<file path="src/common/lane_seq_pkg.sv">
/*
  Shared types and sizes for the lane sequencer.
  NR_LANES must be a power of two, since the lane split uses shifts.
  Only the ALU and MFPU units exist; there are no hazard fields.
*/
package lane_seq_pkg;

  ////////////////////////////////////////
  // Sizes
  ////////////////////////////////////////

  localparam int unsigned NR_LANES   = 4;
  localparam int unsigned NR_VINSN   = 8;
  localparam int unsigned VL_W       = 16;
  localparam int unsigned VREG_W     = 5;
  localparam int unsigned LANE_ID_W  = $clog2(NR_LANES);
  localparam int unsigned NR_OPQ     = 6;

  // Index of the mask register v0
  localparam logic [VREG_W-1:0] VMASK = '0;

  // One mask word covers 8 bytes in each lane
  localparam int unsigned MASK_SHIFT = $clog2(NR_LANES * 8);

  ////////////////////////////////////////
  // Enums
  ////////////////////////////////////////

  typedef enum logic {
    VFU_ALU,
    VFU_MFPU
  } vfu_e;

  typedef enum logic [3:0] {
    OP_VADD,
    OP_VSUB,
    OP_VAND,
    OP_VMUL,
    OP_VFADD,
    OP_VFMACC,
    OP_VREDSUM,
    OP_VFREDSUM
  } vinsn_op_e;

  typedef enum logic [1:0] {
    EW8,
    EW16,
    EW32,
    EW64
  } vsew_e;

  // Operand queues in the order of the command array
  typedef enum logic [2:0] {
    OPQ_ALU_A,
    OPQ_ALU_B,
    OPQ_MFPU_A,
    OPQ_MFPU_B,
    OPQ_MFPU_C,
    OPQ_MASK_M
  } opq_e;

  typedef logic [$clog2(NR_VINSN)-1:0] vinsn_id_t;

  ////////////////////////////////////////
  // Structs
  ////////////////////////////////////////

  typedef struct packed {
    vinsn_id_t         id;
    vinsn_op_e         op;
    vfu_e              vfu;
    logic              vm;       // 1 means unmasked
    logic [VREG_W-1:0] vs1;
    logic [VREG_W-1:0] vs2;
    logic [VREG_W-1:0] vd;
    logic              use_vs1;
    logic              use_vs2;
    logic              use_vd_op;
    logic              swap_vs2_vd_op;
    logic [VL_W-1:0]   vl;
    logic [VL_W-1:0]   vstart;
    vsew_e             vsew;
  } pe_req_t;

  typedef struct packed {
    logic [NR_VINSN-1:0] vinsn_done;
  } pe_resp_t;

  // The vl and vstart here are the lane's share of the instruction
  typedef struct packed {
    vinsn_id_t         id;
    vinsn_op_e         op;
    vfu_e              vfu;
    logic              vm;
    logic [VREG_W-1:0] vd;
    logic [VL_W-1:0]   vl;
    logic [VL_W-1:0]   vstart;
    vsew_e             vsew;
  } vfu_operation_t;

  typedef struct packed {
    vinsn_id_t         id;
    logic [VREG_W-1:0] vs;
    logic [VL_W-1:0]   vl;
    logic [VL_W-1:0]   vstart;
    vsew_e             eew;
    logic              reduction_zext;
  } opq_cmd_t;

endpackage

</file>
<file path="src/hw/issue/lane_vl_calc.sv">
/*
  Splits a vector length and start index across the lanes.
  Elements are spread round-robin, so lanes below the remainder get one more.
  Purely combinational.
*/
module lane_vl_calc import lane_seq_pkg::*; (
  input  logic [LANE_ID_W-1:0] lane_id_i,
  input  logic [VL_W-1:0]      vl_i,
  input  logic [VL_W-1:0]      vstart_i,
  input  vsew_e                vsew_i,
  output logic [VL_W-1:0]      lane_vl_o,
  output logic [VL_W-1:0]      lane_vstart_o,
  output logic [VL_W-1:0]      mask_vl_o
);

  logic            vl_extra;
  logic            vstart_extra;
  logic [VL_W-1:0] mask_words;
  logic [VL_W-1:0] mask_back;

  // Lane share of vl and vstart
  assign vl_extra     = (lane_id_i < vl_i[LANE_ID_W-1:0]);
  assign vstart_extra = (lane_id_i < vstart_i[LANE_ID_W-1:0]);

  assign lane_vl_o     = (vl_i >> LANE_ID_W) + VL_W'(vl_extra);
  assign lane_vstart_o = (vstart_i >> LANE_ID_W) + VL_W'(vstart_extra);

  ////////////////////////////////////////
  // Mask words
  ////////////////////////////////////////

  // The mask request leaves the lane, so a partial word is still fetched
  assign mask_words = vl_i >> (MASK_SHIFT + 32'(vsew_i));
  assign mask_back  = mask_words << (MASK_SHIFT + 32'(vsew_i));
  assign mask_vl_o  = mask_words + VL_W'(mask_back != vl_i);

endmodule

</file>
<file path="src/hw/issue/issue_ctrl.sv">
/*
  Issue logic of the lane sequencer.
  An instruction issues when its unit's operand slots and the mask slot are
  free and its ID is not running. Zero-length non-reductions are muted.
*/
module issue_ctrl import lane_seq_pkg::*; (
  input  logic                  clk_i,
  input  logic                  rst_ni,
  input  logic [LANE_ID_W-1:0]  lane_id_i,
  input  pe_req_t               req_i,
  input  logic                  req_valid_i,
  output logic                  req_ready_o,
  input  logic [NR_OPQ-1:0]     opq_busy_i,
  input  logic [NR_VINSN-1:0]   running_i,
  output logic [NR_OPQ-1:0]     push_o,
  output opq_cmd_t [NR_OPQ-1:0] cmd_o,
  output logic                  issue_o,
  output vinsn_id_t             issue_id_o,
  output logic                  mute_o,
  output vfu_operation_t        vfu_op_o,
  output logic                  vfu_op_valid_o
);

  logic [VL_W-1:0] lane_vl;
  logic [VL_W-1:0] lane_vstart;
  logic [VL_W-1:0] mask_vl;
  logic            units_busy;
  logic            is_red;
  logic            zero_vl;
  logic            launch;

  lane_vl_calc i_lane_vl_calc (
    .lane_id_i     (lane_id_i),
    .vl_i          (req_i.vl),
    .vstart_i      (req_i.vstart),
    .vsew_i        (req_i.vsew),
    .lane_vl_o     (lane_vl),
    .lane_vstart_o (lane_vstart),
    .mask_vl_o     (mask_vl)
  );

  assign is_red  = req_i.op inside {OP_VREDSUM, OP_VFREDSUM};
  assign zero_vl = (lane_vl == '0);

  // The mask slot is shared by both units
  assign units_busy = opq_busy_i[OPQ_MASK_M] ||
                      ((req_i.vfu == VFU_ALU) ?
                       (opq_busy_i[OPQ_ALU_A] || opq_busy_i[OPQ_ALU_B]) :
                       (opq_busy_i[OPQ_MFPU_A] || opq_busy_i[OPQ_MFPU_B] ||
                        opq_busy_i[OPQ_MFPU_C]));

  assign req_ready_o = !units_busy && !running_i[req_i.id];
  assign issue_o     = req_valid_i && req_ready_o;
  assign issue_id_o  = req_i.id;
  assign mute_o      = issue_o && zero_vl && !is_red;
  assign launch      = issue_o && !mute_o;

  ////////////////////////////////////////
  // Operand queue commands
  ////////////////////////////////////////

  always_comb begin
    // A reduction keeps its scalar in queue A, and needs a neutral element in
    // queue B even when this lane holds no elements
    cmd_o[OPQ_ALU_A] = '{id: req_i.id, vs: req_i.vs1,
                         vl: is_red ? VL_W'(1) : lane_vl,
                         vstart: lane_vstart, eew: req_i.vsew, reduction_zext: zero_vl};
    cmd_o[OPQ_ALU_B] = '{id: req_i.id, vs: req_i.vs2,
                         vl: (is_red && zero_vl) ? VL_W'(1) : lane_vl,
                         vstart: lane_vstart, eew: req_i.vsew, reduction_zext: zero_vl};

    cmd_o[OPQ_MFPU_A] = '{id: req_i.id, vs: req_i.vs1, vl: lane_vl,
                          vstart: lane_vstart, eew: req_i.vsew, reduction_zext: 1'b0};
    cmd_o[OPQ_MFPU_B] = '{id: req_i.id, vs: req_i.swap_vs2_vd_op ? req_i.vd : req_i.vs2,
                          vl: lane_vl, vstart: lane_vstart, eew: req_i.vsew,
                          reduction_zext: 1'b0};
    cmd_o[OPQ_MFPU_C] = '{id: req_i.id, vs: req_i.swap_vs2_vd_op ? req_i.vs2 : req_i.vd,
                          vl: lane_vl, vstart: lane_vstart, eew: req_i.vsew,
                          reduction_zext: 1'b0};

    cmd_o[OPQ_MASK_M] = '{id: req_i.id, vs: VMASK, vl: mask_vl,
                          vstart: lane_vstart, eew: req_i.vsew, reduction_zext: 1'b0};

    push_o = '0;
    if (launch) begin
      if (req_i.vfu == VFU_ALU) begin
        push_o[OPQ_ALU_A] = req_i.use_vs1;
        push_o[OPQ_ALU_B] = req_i.use_vs2;
      end else begin
        push_o[OPQ_MFPU_A] = req_i.use_vs1;
        push_o[OPQ_MFPU_B] = req_i.swap_vs2_vd_op ? req_i.use_vd_op : req_i.use_vs2;
        push_o[OPQ_MFPU_C] = req_i.swap_vs2_vd_op ? req_i.use_vs2 : req_i.use_vd_op;
      end
      push_o[OPQ_MASK_M] = !req_i.vm;
    end
  end

  ////////////////////////////////////////
  // Unit operation register
  ////////////////////////////////////////

  always_ff @(posedge clk_i or negedge rst_ni) begin
    if (!rst_ni) begin
      vfu_op_valid_o <= 1'b0;
    end else begin
      vfu_op_valid_o <= launch;
    end
  end

  always_ff @(posedge clk_i) begin
    if (launch) begin
      vfu_op_o <= '{id: req_i.id, op: req_i.op, vfu: req_i.vfu, vm: req_i.vm,
                    vd: req_i.vd, vl: lane_vl, vstart: lane_vstart, vsew: req_i.vsew};
    end
  end

endmodule

</file>
<file path="src/hw/req_register.sv">
/*
  One-entry fall-through buffer for requests.
  While empty it is transparent; it is ready when empty or when its content
  leaves in the same cycle.
*/
module req_register import lane_seq_pkg::*; (
  input  logic    clk_i,
  input  logic    rst_ni,
  input  pe_req_t data_i,
  input  logic    valid_i,
  output logic    ready_o,
  output pe_req_t data_o,
  output logic    valid_o,
  input  logic    ready_i
);

  logic    full_q;
  logic    full_d;
  logic    load;
  pe_req_t data_q;

  assign valid_o = full_q | valid_i;
  assign data_o  = full_q ? data_q : data_i;
  assign ready_o = !full_q | ready_i;

  // Store the input unless it passes straight through to the consumer
  assign load = valid_i && ready_o && (full_q || !ready_i);

  always_comb begin
    if (full_q) begin
      full_d = !ready_i || valid_i;
    end else begin
      full_d = valid_i && !ready_i;
    end
  end

  always_ff @(posedge clk_i or negedge rst_ni) begin
    if (!rst_ni) begin
      full_q <= 1'b0;
    end else begin
      full_q <= full_d;
    end
  end

  always_ff @(posedge clk_i) begin
    if (load) begin
      data_q <= data_i;
    end
  end

endmodule

</file>
<file path="src/hw/operand_cmd_slots.sv">
/*
  One held command per operand queue.
  A command stays valid until the requester raises ready for that queue.
  A push in the same cycle as a ready wins over the clear.
*/
module operand_cmd_slots import lane_seq_pkg::*; (
  input  logic                  clk_i,
  input  logic                  rst_ni,
  input  logic [NR_OPQ-1:0]     push_i,
  input  opq_cmd_t [NR_OPQ-1:0] cmd_i,
  input  logic [NR_OPQ-1:0]     ready_i,
  output opq_cmd_t [NR_OPQ-1:0] cmd_o,
  output logic [NR_OPQ-1:0]     valid_o
);

  logic [NR_OPQ-1:0] valid_d;

  always_comb begin
    for (int q = 0; q < NR_OPQ; q++) begin
      if (push_i[q]) begin
        valid_d[q] = 1'b1;
      end else if (ready_i[q]) begin
        valid_d[q] = 1'b0;
      end else begin
        valid_d[q] = valid_o[q];
      end
    end
  end

  always_ff @(posedge clk_i or negedge rst_ni) begin
    if (!rst_ni) begin
      valid_o <= '0;
    end else begin
      valid_o <= valid_d;
    end
  end

  // The payload only changes on a push
  always_ff @(posedge clk_i) begin
    for (int q = 0; q < NR_OPQ; q++) begin
      if (push_i[q]) begin
        cmd_o[q] <= cmd_i[q];
      end
    end
  end

endmodule

</file>
<file path="src/hw/vinsn_tracker.sv">
/*
  Tracks running and finished instruction IDs of the lane.
  A running bit is set on issue and stays only while the main sequencer
  still reports the ID as running. Done bits last one cycle.
*/
module vinsn_tracker import lane_seq_pkg::*; (
  input  logic                clk_i,
  input  logic                rst_ni,
  input  logic                issue_i,
  input  vinsn_id_t           issue_id_i,
  input  logic                mute_i,
  input  logic [NR_VINSN-1:0] pe_running_i,
  input  logic [NR_VINSN-1:0] alu_done_i,
  input  logic [NR_VINSN-1:0] mfpu_done_i,
  output logic [NR_VINSN-1:0] running_o,
  output logic [NR_VINSN-1:0] vinsn_done_o,
  output logic                alu_done_o,
  output logic                mfpu_done_o
);

  logic [NR_VINSN-1:0] running_q;
  logic [NR_VINSN-1:0] running_d;
  logic [NR_VINSN-1:0] done_d;
  logic [NR_VINSN-1:0] issue_bit;

  assign issue_bit = NR_VINSN'(issue_i) << issue_id_i;

  // Bits that the main sequencer has retired drop out right away
  assign running_o = running_q & pe_running_i;
  assign running_d = running_o | issue_bit;

  // A muted instruction is finished the moment it issues
  assign done_d = alu_done_i | mfpu_done_i | (mute_i ? issue_bit : '0);

  always_ff @(posedge clk_i or negedge rst_ni) begin
    if (!rst_ni) begin
      running_q    <= '0;
      vinsn_done_o <= '0;
      alu_done_o   <= 1'b0;
      mfpu_done_o  <= 1'b0;
    end else begin
      running_q    <= running_d;
      vinsn_done_o <= done_d;
      alu_done_o   <= |alu_done_i;
      mfpu_done_o  <= |mfpu_done_i;
    end
  end

endmodule

</file>
<file path="src/hw/lane_seq_top.sv">
/*
  Sequencer of one vector lane, for the ALU and MFPU paths only.
  A request accepted into an empty register may issue in the same cycle.
  The unit operation and the operand commands appear one cycle after issue.
*/
module lane_seq_top import lane_seq_pkg::*; (
  input  logic                   clk_i,
  input  logic                   rst_ni,
  input  logic [LANE_ID_W-1:0]   lane_id_i,
  // Main sequencer side
  input  pe_req_t                pe_req_i,
  input  logic                   pe_req_valid_i,
  output logic                   pe_req_ready_o,
  input  logic [NR_VINSN-1:0]    pe_vinsn_running_i,
  output pe_resp_t               pe_resp_o,
  // Operand requester side
  output opq_cmd_t [NR_OPQ-1:0]  opq_cmd_o,
  output logic [NR_OPQ-1:0]      opq_valid_o,
  input  logic [NR_OPQ-1:0]      opq_ready_i,
  // Functional unit side
  output vfu_operation_t         vfu_op_o,
  output logic                   vfu_op_valid_o,
  input  logic [NR_VINSN-1:0]    alu_vinsn_done_i,
  input  logic [NR_VINSN-1:0]    mfpu_vinsn_done_i,
  output logic                   alu_vinsn_done_o,
  output logic                   mfpu_vinsn_done_o
);

  pe_req_t               req;
  logic                  req_valid;
  logic                  req_ready;
  logic [NR_OPQ-1:0]     opq_push;
  opq_cmd_t [NR_OPQ-1:0] opq_cmd_new;
  logic                  issue;
  vinsn_id_t             issue_id;
  logic                  mute;
  logic [NR_VINSN-1:0]   running;
  logic [NR_VINSN-1:0]   vinsn_done;

  req_register i_req_register (
    .clk_i   (clk_i),
    .rst_ni  (rst_ni),
    .data_i  (pe_req_i),
    .valid_i (pe_req_valid_i),
    .ready_o (pe_req_ready_o),
    .data_o  (req),
    .valid_o (req_valid),
    .ready_i (req_ready)
  );

  issue_ctrl i_issue_ctrl (
    .clk_i          (clk_i),
    .rst_ni         (rst_ni),
    .lane_id_i      (lane_id_i),
    .req_i          (req),
    .req_valid_i    (req_valid),
    .req_ready_o    (req_ready),
    .opq_busy_i     (opq_valid_o),
    .running_i      (running),
    .push_o         (opq_push),
    .cmd_o          (opq_cmd_new),
    .issue_o        (issue),
    .issue_id_o     (issue_id),
    .mute_o         (mute),
    .vfu_op_o       (vfu_op_o),
    .vfu_op_valid_o (vfu_op_valid_o)
  );

  operand_cmd_slots i_operand_cmd_slots (
    .clk_i   (clk_i),
    .rst_ni  (rst_ni),
    .push_i  (opq_push),
    .cmd_i   (opq_cmd_new),
    .ready_i (opq_ready_i),
    .cmd_o   (opq_cmd_o),
    .valid_o (opq_valid_o)
  );

  vinsn_tracker i_vinsn_tracker (
    .clk_i        (clk_i),
    .rst_ni       (rst_ni),
    .issue_i      (issue),
    .issue_id_i   (issue_id),
    .mute_i       (mute),
    .pe_running_i (pe_vinsn_running_i),
    .alu_done_i   (alu_vinsn_done_i),
    .mfpu_done_i  (mfpu_vinsn_done_i),
    .running_o    (running),
    .vinsn_done_o (vinsn_done),
    .alu_done_o   (alu_vinsn_done_o),
    .mfpu_done_o  (mfpu_vinsn_done_o)
  );

  assign pe_resp_o.vinsn_done = vinsn_done;

endmodule

</file>
<file path="config.mk">
export PLATFORM = sky130hd
export DESIGN_NAME = lane_seq_top
export DESIGN_NICKNAME = d
export VERILOG_FILES = /design/src/common/lane_seq_pkg.sv /design/src/hw/issue/lane_vl_calc.sv /design/src/hw/issue/issue_ctrl.sv /design/src/hw/req_register.sv /design/src/hw/operand_cmd_slots.sv /design/src/hw/vinsn_tracker.sv /design/src/hw/lane_seq_top.sv
export SDC_FILE = /design/constraint.sdc
export NUM_CORES = 1
export LEC_CHECK = 0
export BUFFER_PORTS_ARGS = -buffer_cell sky130_fd_sc_hd__buf_4
export CAP_MARGIN = 20
export CORE_MARGIN = 2
export CORE_UTILIZATION = 30
export CTS_BUF_LIST = sky130_fd_sc_hd__clkbuf_16
export CTS_CLUSTER_DIAMETER = 120
export DETAILED_ROUTE_END_ITERATION = 10
export PLACE_DENSITY = 0.63
export SYNTH_ARGS = -nofsm -noshare
export SYNTH_HDL_FRONTEND = slang
export SYNTH_SLANG_ARGS = --single-unit
</file>
<file path="constraint.sdc">
create_clock -name clk_i -period 10.18 [get_ports clk_i]
set_clock_uncertainty 0.15 [all_clocks]
set_input_delay 1.527 -clock clk_i [delete_from_list [all_inputs] [get_ports clk_i]]
set_output_delay 1.527 -clock clk_i [all_outputs]
set_load 0.1 [all_outputs]
</file>
# Word level (Yosys, flattened, before mapping)
# Cells that the tools add are included.
# totals
regBits	385
latch_bits	0
ramBits	0
romBits	0
input_bits	97
output_inout_bits	324
word_cells	141
memories	0
# op_classes
n_addsub	4
mul	0
n_div	0
n_lt_le_gt_ge	3
n_eq_ne	3
n_shift	3
muxes	25
n_bitwise	6
reduce_logical	32
# op_table
op	count
$mux W62	1
$shr A16 B32 Y16	1
$add A14 B1 Y15	2
$or A8 B8 Y8	3
$mux W1	17
$add A16 B1 Y16	1
$logic_not A16 Y1	1
$ne A16 B16 Y1	1
$reduce_or A8 Y1	2
$shl A16 B4 Y16	1
$reduce_bool A2 Y1	7
$mux W5	2
$logic_and A1 B1 Y1	9
$and A8 B8 Y8	1
$eq A4 B3 Y1 const B	2
$mux W8	1
$shl A1 B3 Y8	1
$logic_not A1 Y1	7
$logic_or A1 B1 Y1	6
$mux W6	1
$add A3 B2 Y4 const A	1
$lt A2 B2 Y1	2
$lt A3 B4 Y1 const B	1
$bmux W1 S3	1
3 further kinds	4

# Depth between registers and ports, before layout
# Gate-level depths: netlist of run 1.
# logic_depth
ltp_word	13
depth_mapped	24
ltp_nobuf	18

# By module
# A second synthesis of run 1 with hierarchy kept.
# hier_totals
cells_unflattened	1067
area_unflattened_um2	16859.9
# by_module_without_submodules
module	n_inst	cells_per_inst	area_each_um2	seq_area_each_um2
operand_cmd_slots	1	276	7965.1	7897.6
issue_ctrl	1	301	3299.4	1466.4
req_register	1	138	2834.0	1886.8
lane_vl_calc	1	285	2015.7	0.0
vinsn_tracker	1	67	745.7	450.4

# Least setup slack after synthesis of run 1
# Ideal clock, no wire load.
# synth_timing
path_type	reg2reg
startpoint	reg i_req_register.full_q
endpoint	reg i_operand_cmd_slots.cmd_o[0] (netlist name) (enable)
setup_time_ps	541
arrival_time_ps	7861
required_ps	9489
slack_ps	1627
path_stages_with_launch	21
path_buffers	7
period_less_slack_ps	8553
cell_sequence	dfrtp_1 > buf_6 > buf_6 > buf_6 > buf_2 > buf_2 > buf_2 > mux2i_1 > ha_1 > o21a_1 > nor2_1 > ha_1 > ha_1 > o211ai_1 > or3b_4 > nand3_1 > a22oi_1 > and3_2 > and2b_2 > buf_6 > nor4_1
# synth_rtl
item	line_no	source
from (decl)	req_register.sv:17	logic full_q;
from (signal assigned)	req_register.sv:41	full_q <= full_d;
to (signal, indexed assignment)	operand_cmd_slots.sv:42	cmd_o[q] <= cmd_i[q];
to (decl)	operand_cmd_slots.sv:12	output opq_cmd_t [NR_OPQ-1:0] cmd_o,

==> summary.md, run 1 <==
| Metric | Value |
|---|---|
| Max H-tree Level | `2` |
| YS warnings | `0` |
| Achievable frequency | `0.1550 GHz` |
| Wire length per cell | `21.80 um` |
| Die area | `0.05114 mm2` |
| Register area share after synthesis | `0.7377` |
| Global-route wire length before repair | `62.48 mm` |
| Crit path required time | `10.31 ns` |
| CP Capture Type | `flop` |
| I/O Pins | `421` |
| Crit path from | `i_req_register.full_q$_DFF_PN0_` |
| Synth-to-layout area growth | `34.13%` |
| Crit Reg-Reg Startpoint | `i_req_register.full_q$_DFF_PN0_` |
| Hold_buf cts | `0` |
| Via count of the first global-routing pass | `9267` |
| Tcrit/Tclk final | `0.6338` |
| Gpl congestion | `0.8550` |
| Clock Pin Slew Worst Setup and Hold Paths | `0.06 ns` |
| IO buf count | `394` |
| Routed wire length | `44.46 mm` |
| Rel. slew slack | `0.3238` |
| CP dominant cell by count | `ha_1` |
| Global Route Usage Sum | `0.1677` |
| Vias per std cell | `4.675` |
| Initial Util | `0.3031` |
| HP Class | `reg2reg` |
| Hold Violations, Final | `0` |
| Crit-path cells | `buf_4 -> mux2i_4 -> inv_2 -> ha_1 -> nor2_1 -> o2bb2ai_1 -> o31a_1 -> o311ai_0 -> o21ai_0 -> nand4_1 -> ha_1 -> ha_1 -> nand3_1 -> a2111oi_2 -> nor3b_2 -> a211oi_1 -> a31oi_1 -> nor2_1` |
| Crit Path Class | `reg2reg` |
| Die Height | `226.1 um` |
| Nets | `1451` |
| Leading area contributor after synthesis | `edfxtp_1` |
| ANT cells | `0` |
| Number of fill cells in the layout | `4532` |
| Die width | `226.1 um` |
| Initial antenna violation count | `3` |
| Worst path slowest cell | `ha_1` |
| Cell with the most instances after synthesis | `edfxtp_1` |
| CTS buffer count | `42` |
| WP data arrival | `6.58 ns` |
| Main synth FF type | `edfxtp_1` |
| Synthesized instance count | `920` |
| Max-Cap Viols | `0` |
| 1st-pass router iterations | `5` |
| Layout cells sized above 1 | `0.4077` |
| Post-CTS Resized | `0` |
| Post-route setup TNS | `0 ns` |
| Synth cell types | `70` |
| # rows | `81` |
| Register bit total from synthesis | `368` |
| Skew-Pair Late Insertion Delay | `0.57 ns` |
| Cell Area, Synth | `0.01480 mm2` |
| Unrepaired setup endpoints after global routing | `false` |
| Post-synth ARST share | `0.07065` |
| Crit path max fanout | `67` |
| Startpoint types | `flop` |
| Detailed placer's ending HPWL | `30.94 mm` |
| Slew @ Worst Pin | `0.9861 ns` |
| CTS tree | `done` |
| Sink Count | `368` |
| Largest net degree at the start of global routing | `68` |
| Endpoints failing setup | `0` |
| Minimum clock period | `6.452 ns` |
| Clk root buf | `clkbuf_16` |
| Number of enable flip-flop cells after synthesis | `342` |
| Status | `finished, final reports clean` |
| Final Max Slew Viols | `0` |
| Clk buf depth | `3` |
| Top-area cell type share of the netlist area | `0.6937` |
| DRC viols | `0` |
| Slowest stage delay, CP | `0.89 ns` |
| First-iteration detailed-routing DRC count | `673` |
| Vias | `9536` |
| Synth top cells by count | `edfxtp_1, nand2_1, mux2_2, nor2_1, mux2i_1` |
| Hold Crit Start | `i_vinsn_tracker.running_q[3]$_DFF_PN0_` |
| Core box area | `0.04885 mm2` |
| Top cells by area, synth | `edfxtp_1, dfrtp_1, mux2_2` |
| Gr ovfl total | `0` |
| Final ANT Viol Nets | `0` |
| Post-CTS Setup Bufs | `0` |
| Synth Area per Inst | `16.09 um2` |
[path summary, 6_finish.rpt]
path                                                                  to  slack (ns)  cells past startpoint
worst max-delay path            i_operand_cmd_slots.cmd_o[244]$_DFFE_PP_        3.73                     18
worst min-delay path              i_vinsn_tracker.running_q[3]$_DFF_PN0_        0.32                      2
worst max register to register  i_operand_cmd_slots.cmd_o[244]$_DFFE_PP_        3.73                     18
worst min register to register    i_vinsn_tracker.running_q[3]$_DFF_PN0_        0.32                      2
max in group asynchronous                i_req_register.full_q$_DFF_PN0_        8.85                      1
min in group asynchronous         i_vinsn_tracker.running_q[1]$_DFF_PN0_        0.73                      1
[critical path, delay by kind of cell (launching register included)]
| kind | cells | cell delay, ns |
|---|---|---|
| AO/OA/AOI/OAI | 7 | 1.45 |
| adder cells (fa/ha/maj) | 3 | 1.29 |
| buffers and inverters | 2 | 1.11 |
| flip-flops | 1 | 0.83 |
| AND/OR/NAND/NOR | 5 | 0.75 |
| multiplexers | 1 | 0.55 |
[logic make-up (layout without fill, tap and decap cells)]
| group | count (synthesis) | after routing | synth area share |
|---|---|---|---|
| fa+ha+maj | 10 | 10 | 0.008283 |
| xor+xnor | 55 | 55 | 0.03254 |
| mux | 93 | 93 | 0.07175 |
| buf+inv | 70 | 501 | 0.02721 |
| simple gates | 219 | 219 | 0.07463 |
| other cells | 1 | 26 | 0.0002533 |
| compound gates | 104 | 104 | 0.04767 |
| flops | 368 | 368 | 0.7377 |
[flip-flops by register name (all words and copies together) (netlist names)]
name and count:
i_req_register.data_q 62, i_vinsn_tracker.mfpu_done_o 1, i_operand_cmd_slots.valid_o 6, i_vinsn_tracker.alu_done_o 1
i_operand_cmd_slots.cmd_o 234, i_vinsn_tracker.running_q 8, i_vinsn_tracker.vinsn_done_o 8, i_issue_ctrl.vfu_op_o 46
i_issue_ctrl.vfu_op_valid_o 1, i_req_register.full_q 1
[metal layers]
metal	vias up	share of wire	wire (um)	GRT usage
li1	4294	-	-	-
met1	4778	0.41	18130	0.2064
met2	382	0.48	21270	0.2761
met3	76	0.083	3669	0.05269
met4	6	0.030	1356	0.06261
met5	-	0.00085	38	0
[stage by stage]
step	cell area [um2]	setup WS [ns]	cells	hold slack, ns	util
floorplan	14900	1.627	945	0.2851	-
global placement	18540	3.622	1965	0.3030	0.3795
detailed placement	18540	3.539	1965	0.3085	0.3795
CTS	19860	3.674	2040	0.3268	0.4065
global route	19860	3.238	2040	0.3460	0.4065
finish	19860	3.728	2040	0.3186	0.4065
[cell type report]
cell class | instances | area, um2 | share of cell area
Sequential cell | 368 | 10920 | 0.5502
Multi-Input combinational cell | 507 | 3631 | 0.1829
Timing Repair Buffer | 414 | 3108 | 0.1565
Clock buffer | 42 | 1051 | 0.05293
Tap cell | 664 | 830.8 | 0.04184
Clock inverter | 33 | 266.5 | 0.01342
Inverter | 12 | 45.04 | 0.002268
[cell usage in the layout (no fill, tap or decap), drive strengths merged, types with 4 or more instances in the layout]
cell type	count
and3	5
ha	9
nor2	45
o21ai	29
nor2b	29
clkinvlp	6
a21oi	27
mux2	44
or3	7
mux2i	46
clkbuf	42
clkinv	18
nand2b	6
dfrtp	26
a211oi	8
a32oi	8
nand3	13
nor3	17
conb	26
xnor2	35
nand2	68
edfxtp	342
nor4	8
buf	414
inv	18
o22ai	4
or2	4
xor2	20
Power of run 1 is not shown: default switching activity piles up to over one toggle a cycle in this logic, so the estimate is an artifact.
==> run 2, diff against run 1 <==
Clock period 10.18 ns to 6.33 ns, I/O delays scaled along.
==> run 2 against run 1 <==
Wire length decreased by 1.1%. Flip-flop and latch count unchanged. Non-clock buffer count increased by 6. Die area unchanged. Via count about the same.
==> summary.md, run 2 (synthesized netlist as in run 1, its figures left out) <==
| Metric | Value |
|---|---|
| Hold_buf cts | `0 (unchanged)` |
| Hold Violations, Final | `0 (unchanged)` |
| Post-CTS Resized | `0 (unchanged)` |
| Nets | `1456 (was 1451)` |
| R2r setup slk | `1.06 ns (was 3.73 ns)` |
| Endpoints failing setup | `0 (unchanged)` |
| IO buf count | `394 (unchanged)` |
| Startpoint types | `flop (unchanged)` |
| Global-route wire length before repair | `61.98 mm (was 62.48 mm)` |
| Crit Reg-Reg Startpoint | `i_req_register.full_q$_DFF_PN0_ (unchanged)` |
| CTS buffer count | `41 (was 42)` |
| Max reg flops | `234 (unchanged)` |
| Worst R2R End | `i_operand_cmd_slots.cmd_o[169]$_DFFE_PP_ (was i_operand_cmd_slots.cmd_o[244]$_DFFE_PP_)` |
| Achievable frequency | `0.1896 GHz (was 0.1550 GHz)` |
| Unrepaired setup endpoints after global routing | `false (unchanged)` |
| Synth-to-layout area growth | `34.47% (was 34.13%)` |
| Max H-tree Level | `2 (unchanged)` |
| Gpl congestion | `0.8535 (was 0.8550)` |
| Clk buf depth | `3 (unchanged)` |
| Detailed placer's ending HPWL | `31.67 mm (was 30.94 mm)` |
| Final Max Slew Viols | `0 (unchanged)` |
| Layout cells sized above 1 | `0.4117 (was 0.4077)` |
| Crit Path Class | `reg2reg (unchanged)` |
| Max-Cap Viols | `0 (unchanged)` |
| Slowest stage delay, CP | `0.56 ns (was 0.89 ns)` |
| Largest Register | `i_operand_cmd_slots.cmd_o (unchanged)` |
| Die Height | `226.1 um (unchanged)` |
| Routed wire length | `43.98 mm (was 44.46 mm)` |
| Crit path from | `i_req_register.full_q$_DFF_PN0_ (unchanged)` |
| Core box area | `0.04885 mm2 (unchanged)` |
| Vias per std cell | `4.653 (was 4.675)` |
| Final ANT Viol Nets | `0 (unchanged)` |
| Wire length per cell | `21.46 um (was 21.80 um)` |
| Clk root buf | `clkbuf_16 (unchanged)` |
| Layout Utilization | `0.4075 (was 0.4065)` |
| Global Route Usage Sum | `0.1666 (was 0.1677)` |
| Die area | `0.05114 mm2 (unchanged)` |
| Vias | `9533 (was 9536)` |
| Status | `finished, final reports clean (unchanged)` |
| Largest regs | `i_operand_cmd_slots.cmd_o (234), i_req_register.data_q (62), i_issue_ctrl.vfu_op_o (46) (unchanged)` |
| Tcrit/Tclk final | `0.8333 (was 0.6338)` |
| Largest net degree at the start of global routing | `63 (was 68)` |
| Post-CTS Setup Bufs | `0 (unchanged)` |
| Via count of the first global-routing pass | `9374 (was 9267)` |
| Most frequent cells in the layout | `buf_4, edfxtp_1, nand2_1, mux2_2, clkbuf_16 (unchanged)` |
| CP dominant cell by count | `ha_1 (unchanged)` |
| HP Class | `in2async (was reg2reg)` |
| Initial Util | `0.3031 (unchanged)` |
| Crit path max fanout | `27 (was 67)` |
| Commonest non-fill, non-tap cell in the layout | `buf_4 (unchanged)` |
| Gr ovfl total | `0 (unchanged)` |
| DRC viols | `0 (unchanged)` |
| Cells on worst reg2reg path | `14 (was 18)` |
| Rel. slew slack | `0.2919 (was 0.3238)` |
| Sink Count | `368 (unchanged)` |
| WP data arrival | `5.31 ns (was 6.58 ns)` |
| Crit path required time | `6.37 ns (was 10.31 ns)` |
| Post-route setup TNS | `0 ns (unchanged)` |
| 1st-pass router iterations | `6 (was 5)` |
| Slew @ Worst Pin | `1.060 ns (was 0.9861 ns)` |
| Worst path slowest cell | `dfrtp_4 (was ha_1)` |
| Clock Pin Slew Worst Setup and Hold Paths | `0.06 ns (about the same)` |
| First-iteration detailed-routing DRC count | `626 (was 673)` |
| Minimum clock period | `5.275 ns (was 6.452 ns)` |
| # rows | `81 (unchanged)` |
| CP Capture Type | `flop (unchanged)` |
| Skew-Pair Late Insertion Delay | `0.56 ns (was 0.57 ns)` |
| Crit-path cells | `mux2i_1 -> ha_1 -> o21a_1 -> nor2_1 -> ha_1 -> ha_1 -> o211ai_1 -> nor4b_2 -> nor4_1 -> and3_2 -> and2b_2 -> buf_4 -> nor2_4 -> buf_4 (was buf_4 -> mux2i_4 -> inv_2 -> ha_1 -> nor2_1 -> o2bb2ai_1 -> o31a_1 -> o311ai_0 -> o21ai_0 -> nand4_1 -> ha_1 -> ha_1 -> nand3_1 -> a2111oi_2 -> nor3b_2 -> a211oi_1 -> a31oi_1 -> nor2_1)` |
| Die width | `226.1 um (unchanged)` |
| I/O Pins | `421 (unchanged)` |
| CTS tree | `done (unchanged)` |
| Initial antenna violation count | `6 (was 3)` |
## run 2: cell types whose count changed in the layout (fill, tap and decap cells not counted), sizes merged
| cell | change |
|---|---|
| bufinv | -2 |
| clkinvlp | -3 |
| diode | +3 |
| inv | +6 |
| clkbuf | -1 |
| buf | +6 |
## run 2: cell type report
type / instances / area (um2)
well taps: 664 / 830.8
fillers: 4553 / 28940
clock inverters: 34 / 236.5
inverters: 12 / 45.04
multi-input cells: 507 / 3665
diodes: 3 / 7.507
repair buffers: 420 / 3173
clock buffers: 41 / 1026
flip-flops and latches: 368 / 10920
## run 2: through the flow
step	hold slack [ns]	std cells	setup slack [ns]	instance area, um2
after detailed placement	0.3049	1970	0.5873	18630
after global placement	0.3017	1969	0.5414	18600
after floorplan	0.2851	945	0.09236	14940
after CTS	0.1362	2045	0.9806	19890
final	0.1575	2049	1.055	19910
after global routing	0.1603	2048	0.6986	19910
## run 2: how the worst max path moves through the flow
stage                                                to  slack, ns  cells past startpoint
6_report       i_operand_cmd_slots.cmd_o[169]$_DFFE_PP_       1.06                     14
3_5_place_dp   i_operand_cmd_slots.cmd_o[212]$_DFFE_PP_       0.59                     15
5_1_grt        i_operand_cmd_slots.cmd_o[244]$_DFFE_PP_       0.70                     17
4_1_cts        i_operand_cmd_slots.cmd_o[244]$_DFFE_PP_       0.98                     17
2_1_floorplan  i_operand_cmd_slots.cmd_o[130]$_DFFE_PP_       0.09                     20
3_3_place_gp    i_operand_cmd_slots.cmd_o[48]$_DFFE_PP_       0.54                     14
## run 2: layer usage
metal,part of all wire,up-vias,GRT usage
li1,-,4313,-
met1,0.41,4753,0.2080
met2,0.48,379,0.2744
met3,0.076,82,0.04463
met4,0.034,6,0.06749
met5,0.00089,-,0
## run 2: critical path: cells and delay by family, from the launching register on
family / cells / cell delay, ns
AO/OA/AOI/OAI: 2 / 0.41
AND/OR/NAND/NOR: 6 / 1.94
buffers and inverters: 2 / 0.75
adder cells (fa/ha/maj): 3 / 0.77
multiplexers: 1 / 0.22
flip-flops: 1 / 0.56
Power of run 2 is left out for the same reason.
==> run 3, diff against run 2 <==
Clock period 6.33 ns to 5.4 ns, I/O delays scaled along.
==> run 3 against run 2 <==
Register-to-register slack worse by 0.48 ns. Sequential share of layout area down 0.55 points. Non-clock buffer count up 16. Via count up 0.26%. Count of clock-buffer cells in the layout down 1. Maximum frequency up 9.3%. Utilization up 0.42 points. Largest cell class unchanged.
==> summary.md, run 3 (synthesized netlist as in run 1, its figures left out) <==
| Metric | Value |
|---|---|
| Clk buf depth | `3 (unchanged)` |
| Max-Cap Viols | `0 (unchanged)` |
| Slowest stage delay, CP | `0.57 ns (was 0.56 ns)` |
| Sink Count | `368 (unchanged)` |
| Rel. slew slack | `0.3110 (was 0.2919)` |
| Clock Pin Slew Worst Setup and Hold Paths | `0.06 ns (about the same)` |
| Vias per std cell | `4.638 (was 4.653)` |
| Global Route Usage Sum | `0.1694 (was 0.1666)` |
| Detailed placer's ending HPWL | `32.19 mm (was 31.67 mm)` |
| Largest Register | `i_operand_cmd_slots.cmd_o (unchanged)` |
| Fin cells | `2061 (was 2049)` |
| Slew @ Worst Pin | `1.030 ns (was 1.060 ns)` |
| Crit-path leading delay family | `multiplexers (was simple AND/OR/NAND/NOR gates)` |
| Largest regs | `i_operand_cmd_slots.cmd_o (234), i_req_register.data_q (62), i_issue_ctrl.vfu_op_o (46) (unchanged)` |
| Status | `finished, final reports clean (unchanged)` |
| Initial antenna violation count | `4 (was 6)` |
| Minimum clock period | `4.828 ns (was 5.275 ns)` |
| Endpoints failing setup | `0 (unchanged)` |
| Max reg flops | `234 (unchanged)` |
| Startpoint types | `flop (unchanged)` |
| Crit Path Class | `reg2reg (unchanged)` |
| Hold Violations, Final | `0 (unchanged)` |
| Post-CTS Resized | `0 (unchanged)` |
| HP Class | `in2reg (was in2async)` |
| Placed insts | `1986 (was 1970)` |
| DRC viols | `0 (unchanged)` |
| 1st-pass router iterations | `5 (was 6)` |
| Core box area | `0.04885 mm2 (unchanged)` |
| Initial Util | `0.3031 (unchanged)` |
| Commonest non-fill, non-tap cell in the layout | `buf_4 (unchanged)` |
| Final ANT Viol Nets | `0 (unchanged)` |
| Synth-to-layout area growth | `35.84% (was 34.47%)` |
| First-iteration detailed-routing DRC count | `620 (was 626)` |
| Layout cells sized above 1 | `0.4198 (was 0.4117)` |
| Vias | `9558 (was 9533)` |
| Max H-tree Level | `2 (unchanged)` |
| Wire length per cell | `21.52 um (was 21.46 um)` |
| I/O Pins | `421 (unchanged)` |
| Largest net degree at the start of global routing | `58 (was 63)` |
| CTS tree | `done (unchanged)` |
| Achievable frequency | `0.2071 GHz (was 0.1896 GHz)` |
| Crit path max fanout | `28 (was 27)` |
| Worst path slowest cell | `dfrtp_4 (unchanged)` |
| Tcrit/Tclk final | `0.8941 (was 0.8333)` |
| WP data arrival | `5.09 ns (was 5.31 ns)` |
| Gr ovfl total | `0 (unchanged)` |
| CTS buffer count | `40 (was 41)` |
| Skew-Pair Late Insertion Delay | `0.56 ns (about the same)` |
| Die area | `0.05114 mm2 (unchanged)` |
| Die width | `226.1 um (unchanged)` |
| Global-route wire length before repair | `63.35 mm (was 61.98 mm)` |
| Via count of the first global-routing pass | `9421 (was 9374)` |
| Crit path required time | `5.66 ns (was 6.37 ns)` |
| Crit-path cells | `buf_12 -> mux2i_2 -> mux2_2 -> nor2_1 -> mux4_2 -> a211oi_1 -> xor2_1 -> a2111oi_0 -> nand4_1 -> ha_1 -> ha_1 -> nand3_1 -> a2111oi_2 -> nor3b_2 -> a211oi_1 -> a31oi_1 -> nor2_1 (was mux2i_1 -> ha_1 -> o21a_1 -> nor2_1 -> ha_1 -> ha_1 -> o211ai_1 -> nor4b_2 -> nor4_1 -> and3_2 -> and2b_2 -> buf_4 -> nor2_4 -> buf_4)` |
| IO buf count | `394 (unchanged)` |
| Die Height | `226.1 um (unchanged)` |
| Nets | `1471 (was 1456)` |
| Most frequent cells in the layout | `buf_4, edfxtp_1, nand2_1, mux2_2 (was buf_4, edfxtp_1, nand2_1, mux2_2, clkbuf_16)` |
| CP Capture Type | `flop (unchanged)` |
| Unrepaired setup endpoints after global routing | `false (unchanged)` |
| Final Max Slew Viols | `0 (unchanged)` |
| Crit path buffers/inverters | `1 (was 2)` |
| Routed wire length | `44.36 mm (was 43.98 mm)` |
| Clk root buf | `clkbuf_16 (unchanged)` |
| # rows | `81 (unchanged)` |
| Gpl congestion | `0.8903 (was 0.8535)` |
-- run 3: layer usage --
| metal | global-route usage | wire [um] | vias up |
|---|---|---|---|
| li1 | - | - | 4341 |
| met1 | 0.2151 | 18510 | 4796 |
| met2 | 0.2820 | 21490 | 345 |
| met3 | 0.04281 | 2972 | 70 |
| met4 | 0.05772 | 1352 | 6 |
| met5 | 0 | 38 | - |
-- run 3: worst register-to-register path, stage by stage, from the launching register on --
cell	delay, ns
dfrtp_4	0.57
buf_12	0.25
mux2i_2	0.47
mux2_2	0.36
nor2_1	0.10
mux4_2	0.49
a211oi_1	0.25
xor2_1	0.11
a2111oi_0	0.50
nand4_1	0.22
ha_1	0.25
ha_1	0.22
nand3_1	0.10
a2111oi_2	0.06
nor3b_2	0.20
a211oi_1	0.23
a31oi_1	0.07
nor2_1	0.09
-- run 3: worst paths after layout --
check,startpoint,endpoint,slack [ns],depth (start not counted)
max,i_req_register.full_q$_DFF_PN0_,i_operand_cmd_slots.cmd_o[244]$_DFFE_PP_,0.57,17
min,pe_req_i[3],i_req_register.data_q[3]$_DFFE_PP_,0.28,1
max reg2reg,i_req_register.full_q$_DFF_PN0_,i_operand_cmd_slots.cmd_o[244]$_DFFE_PP_,0.57,17
min reg2reg,i_vinsn_tracker.running_q[7]$_DFF_PN0_,i_vinsn_tracker.running_q[7]$_DFF_PN0_,0.32,2
max in group asynchronous,rst_ni,i_req_register.full_q$_DFF_PN0_,4.23,2
min in group asynchronous,rst_ni,i_vinsn_tracker.vinsn_done_o[6]$_DFF_PN0_,0.56,2
-- run 3: repair_timing --
action | in CTS | in global routing
hold endpoints to repair | 1 | 0
hold buffers | 1 | 0
buffers inserted | 0 | 0
setup endpoints to repair | 0 | 0
-- run 3: metrics by stage --
stage                     hold slack (ns)  instance area [um2]    util  worst slack, ns  TNS (ns)
after floorplan                    0.2851                15010       -          -0.2330    -18.11
after global placement             0.3048                18840  0.3857           0.3579         0
after detailed placement           0.3045                18840  0.3857           0.2771         0
after CTS                          0.2460                20110  0.4116           0.5157         0
after global routing               0.2487                20110  0.4117           0.1842         0
final                              0.2829                20110  0.4117           0.5720         0
-- run 3: cell type report --
type | instances | area (um2)
clock buffers | 40 | 1001
multi-input cells | 507 | 3689
diodes | 1 | 2.502
inverters | 12 | 45.04
flip-flops and latches | 368 | 10920
clock inverters | 33 | 255.2
fillers | 4505 | 28740
repair buffers | 436 | 3363
well taps | 664 | 830.8
Power of run 3 is left out for the same reason.
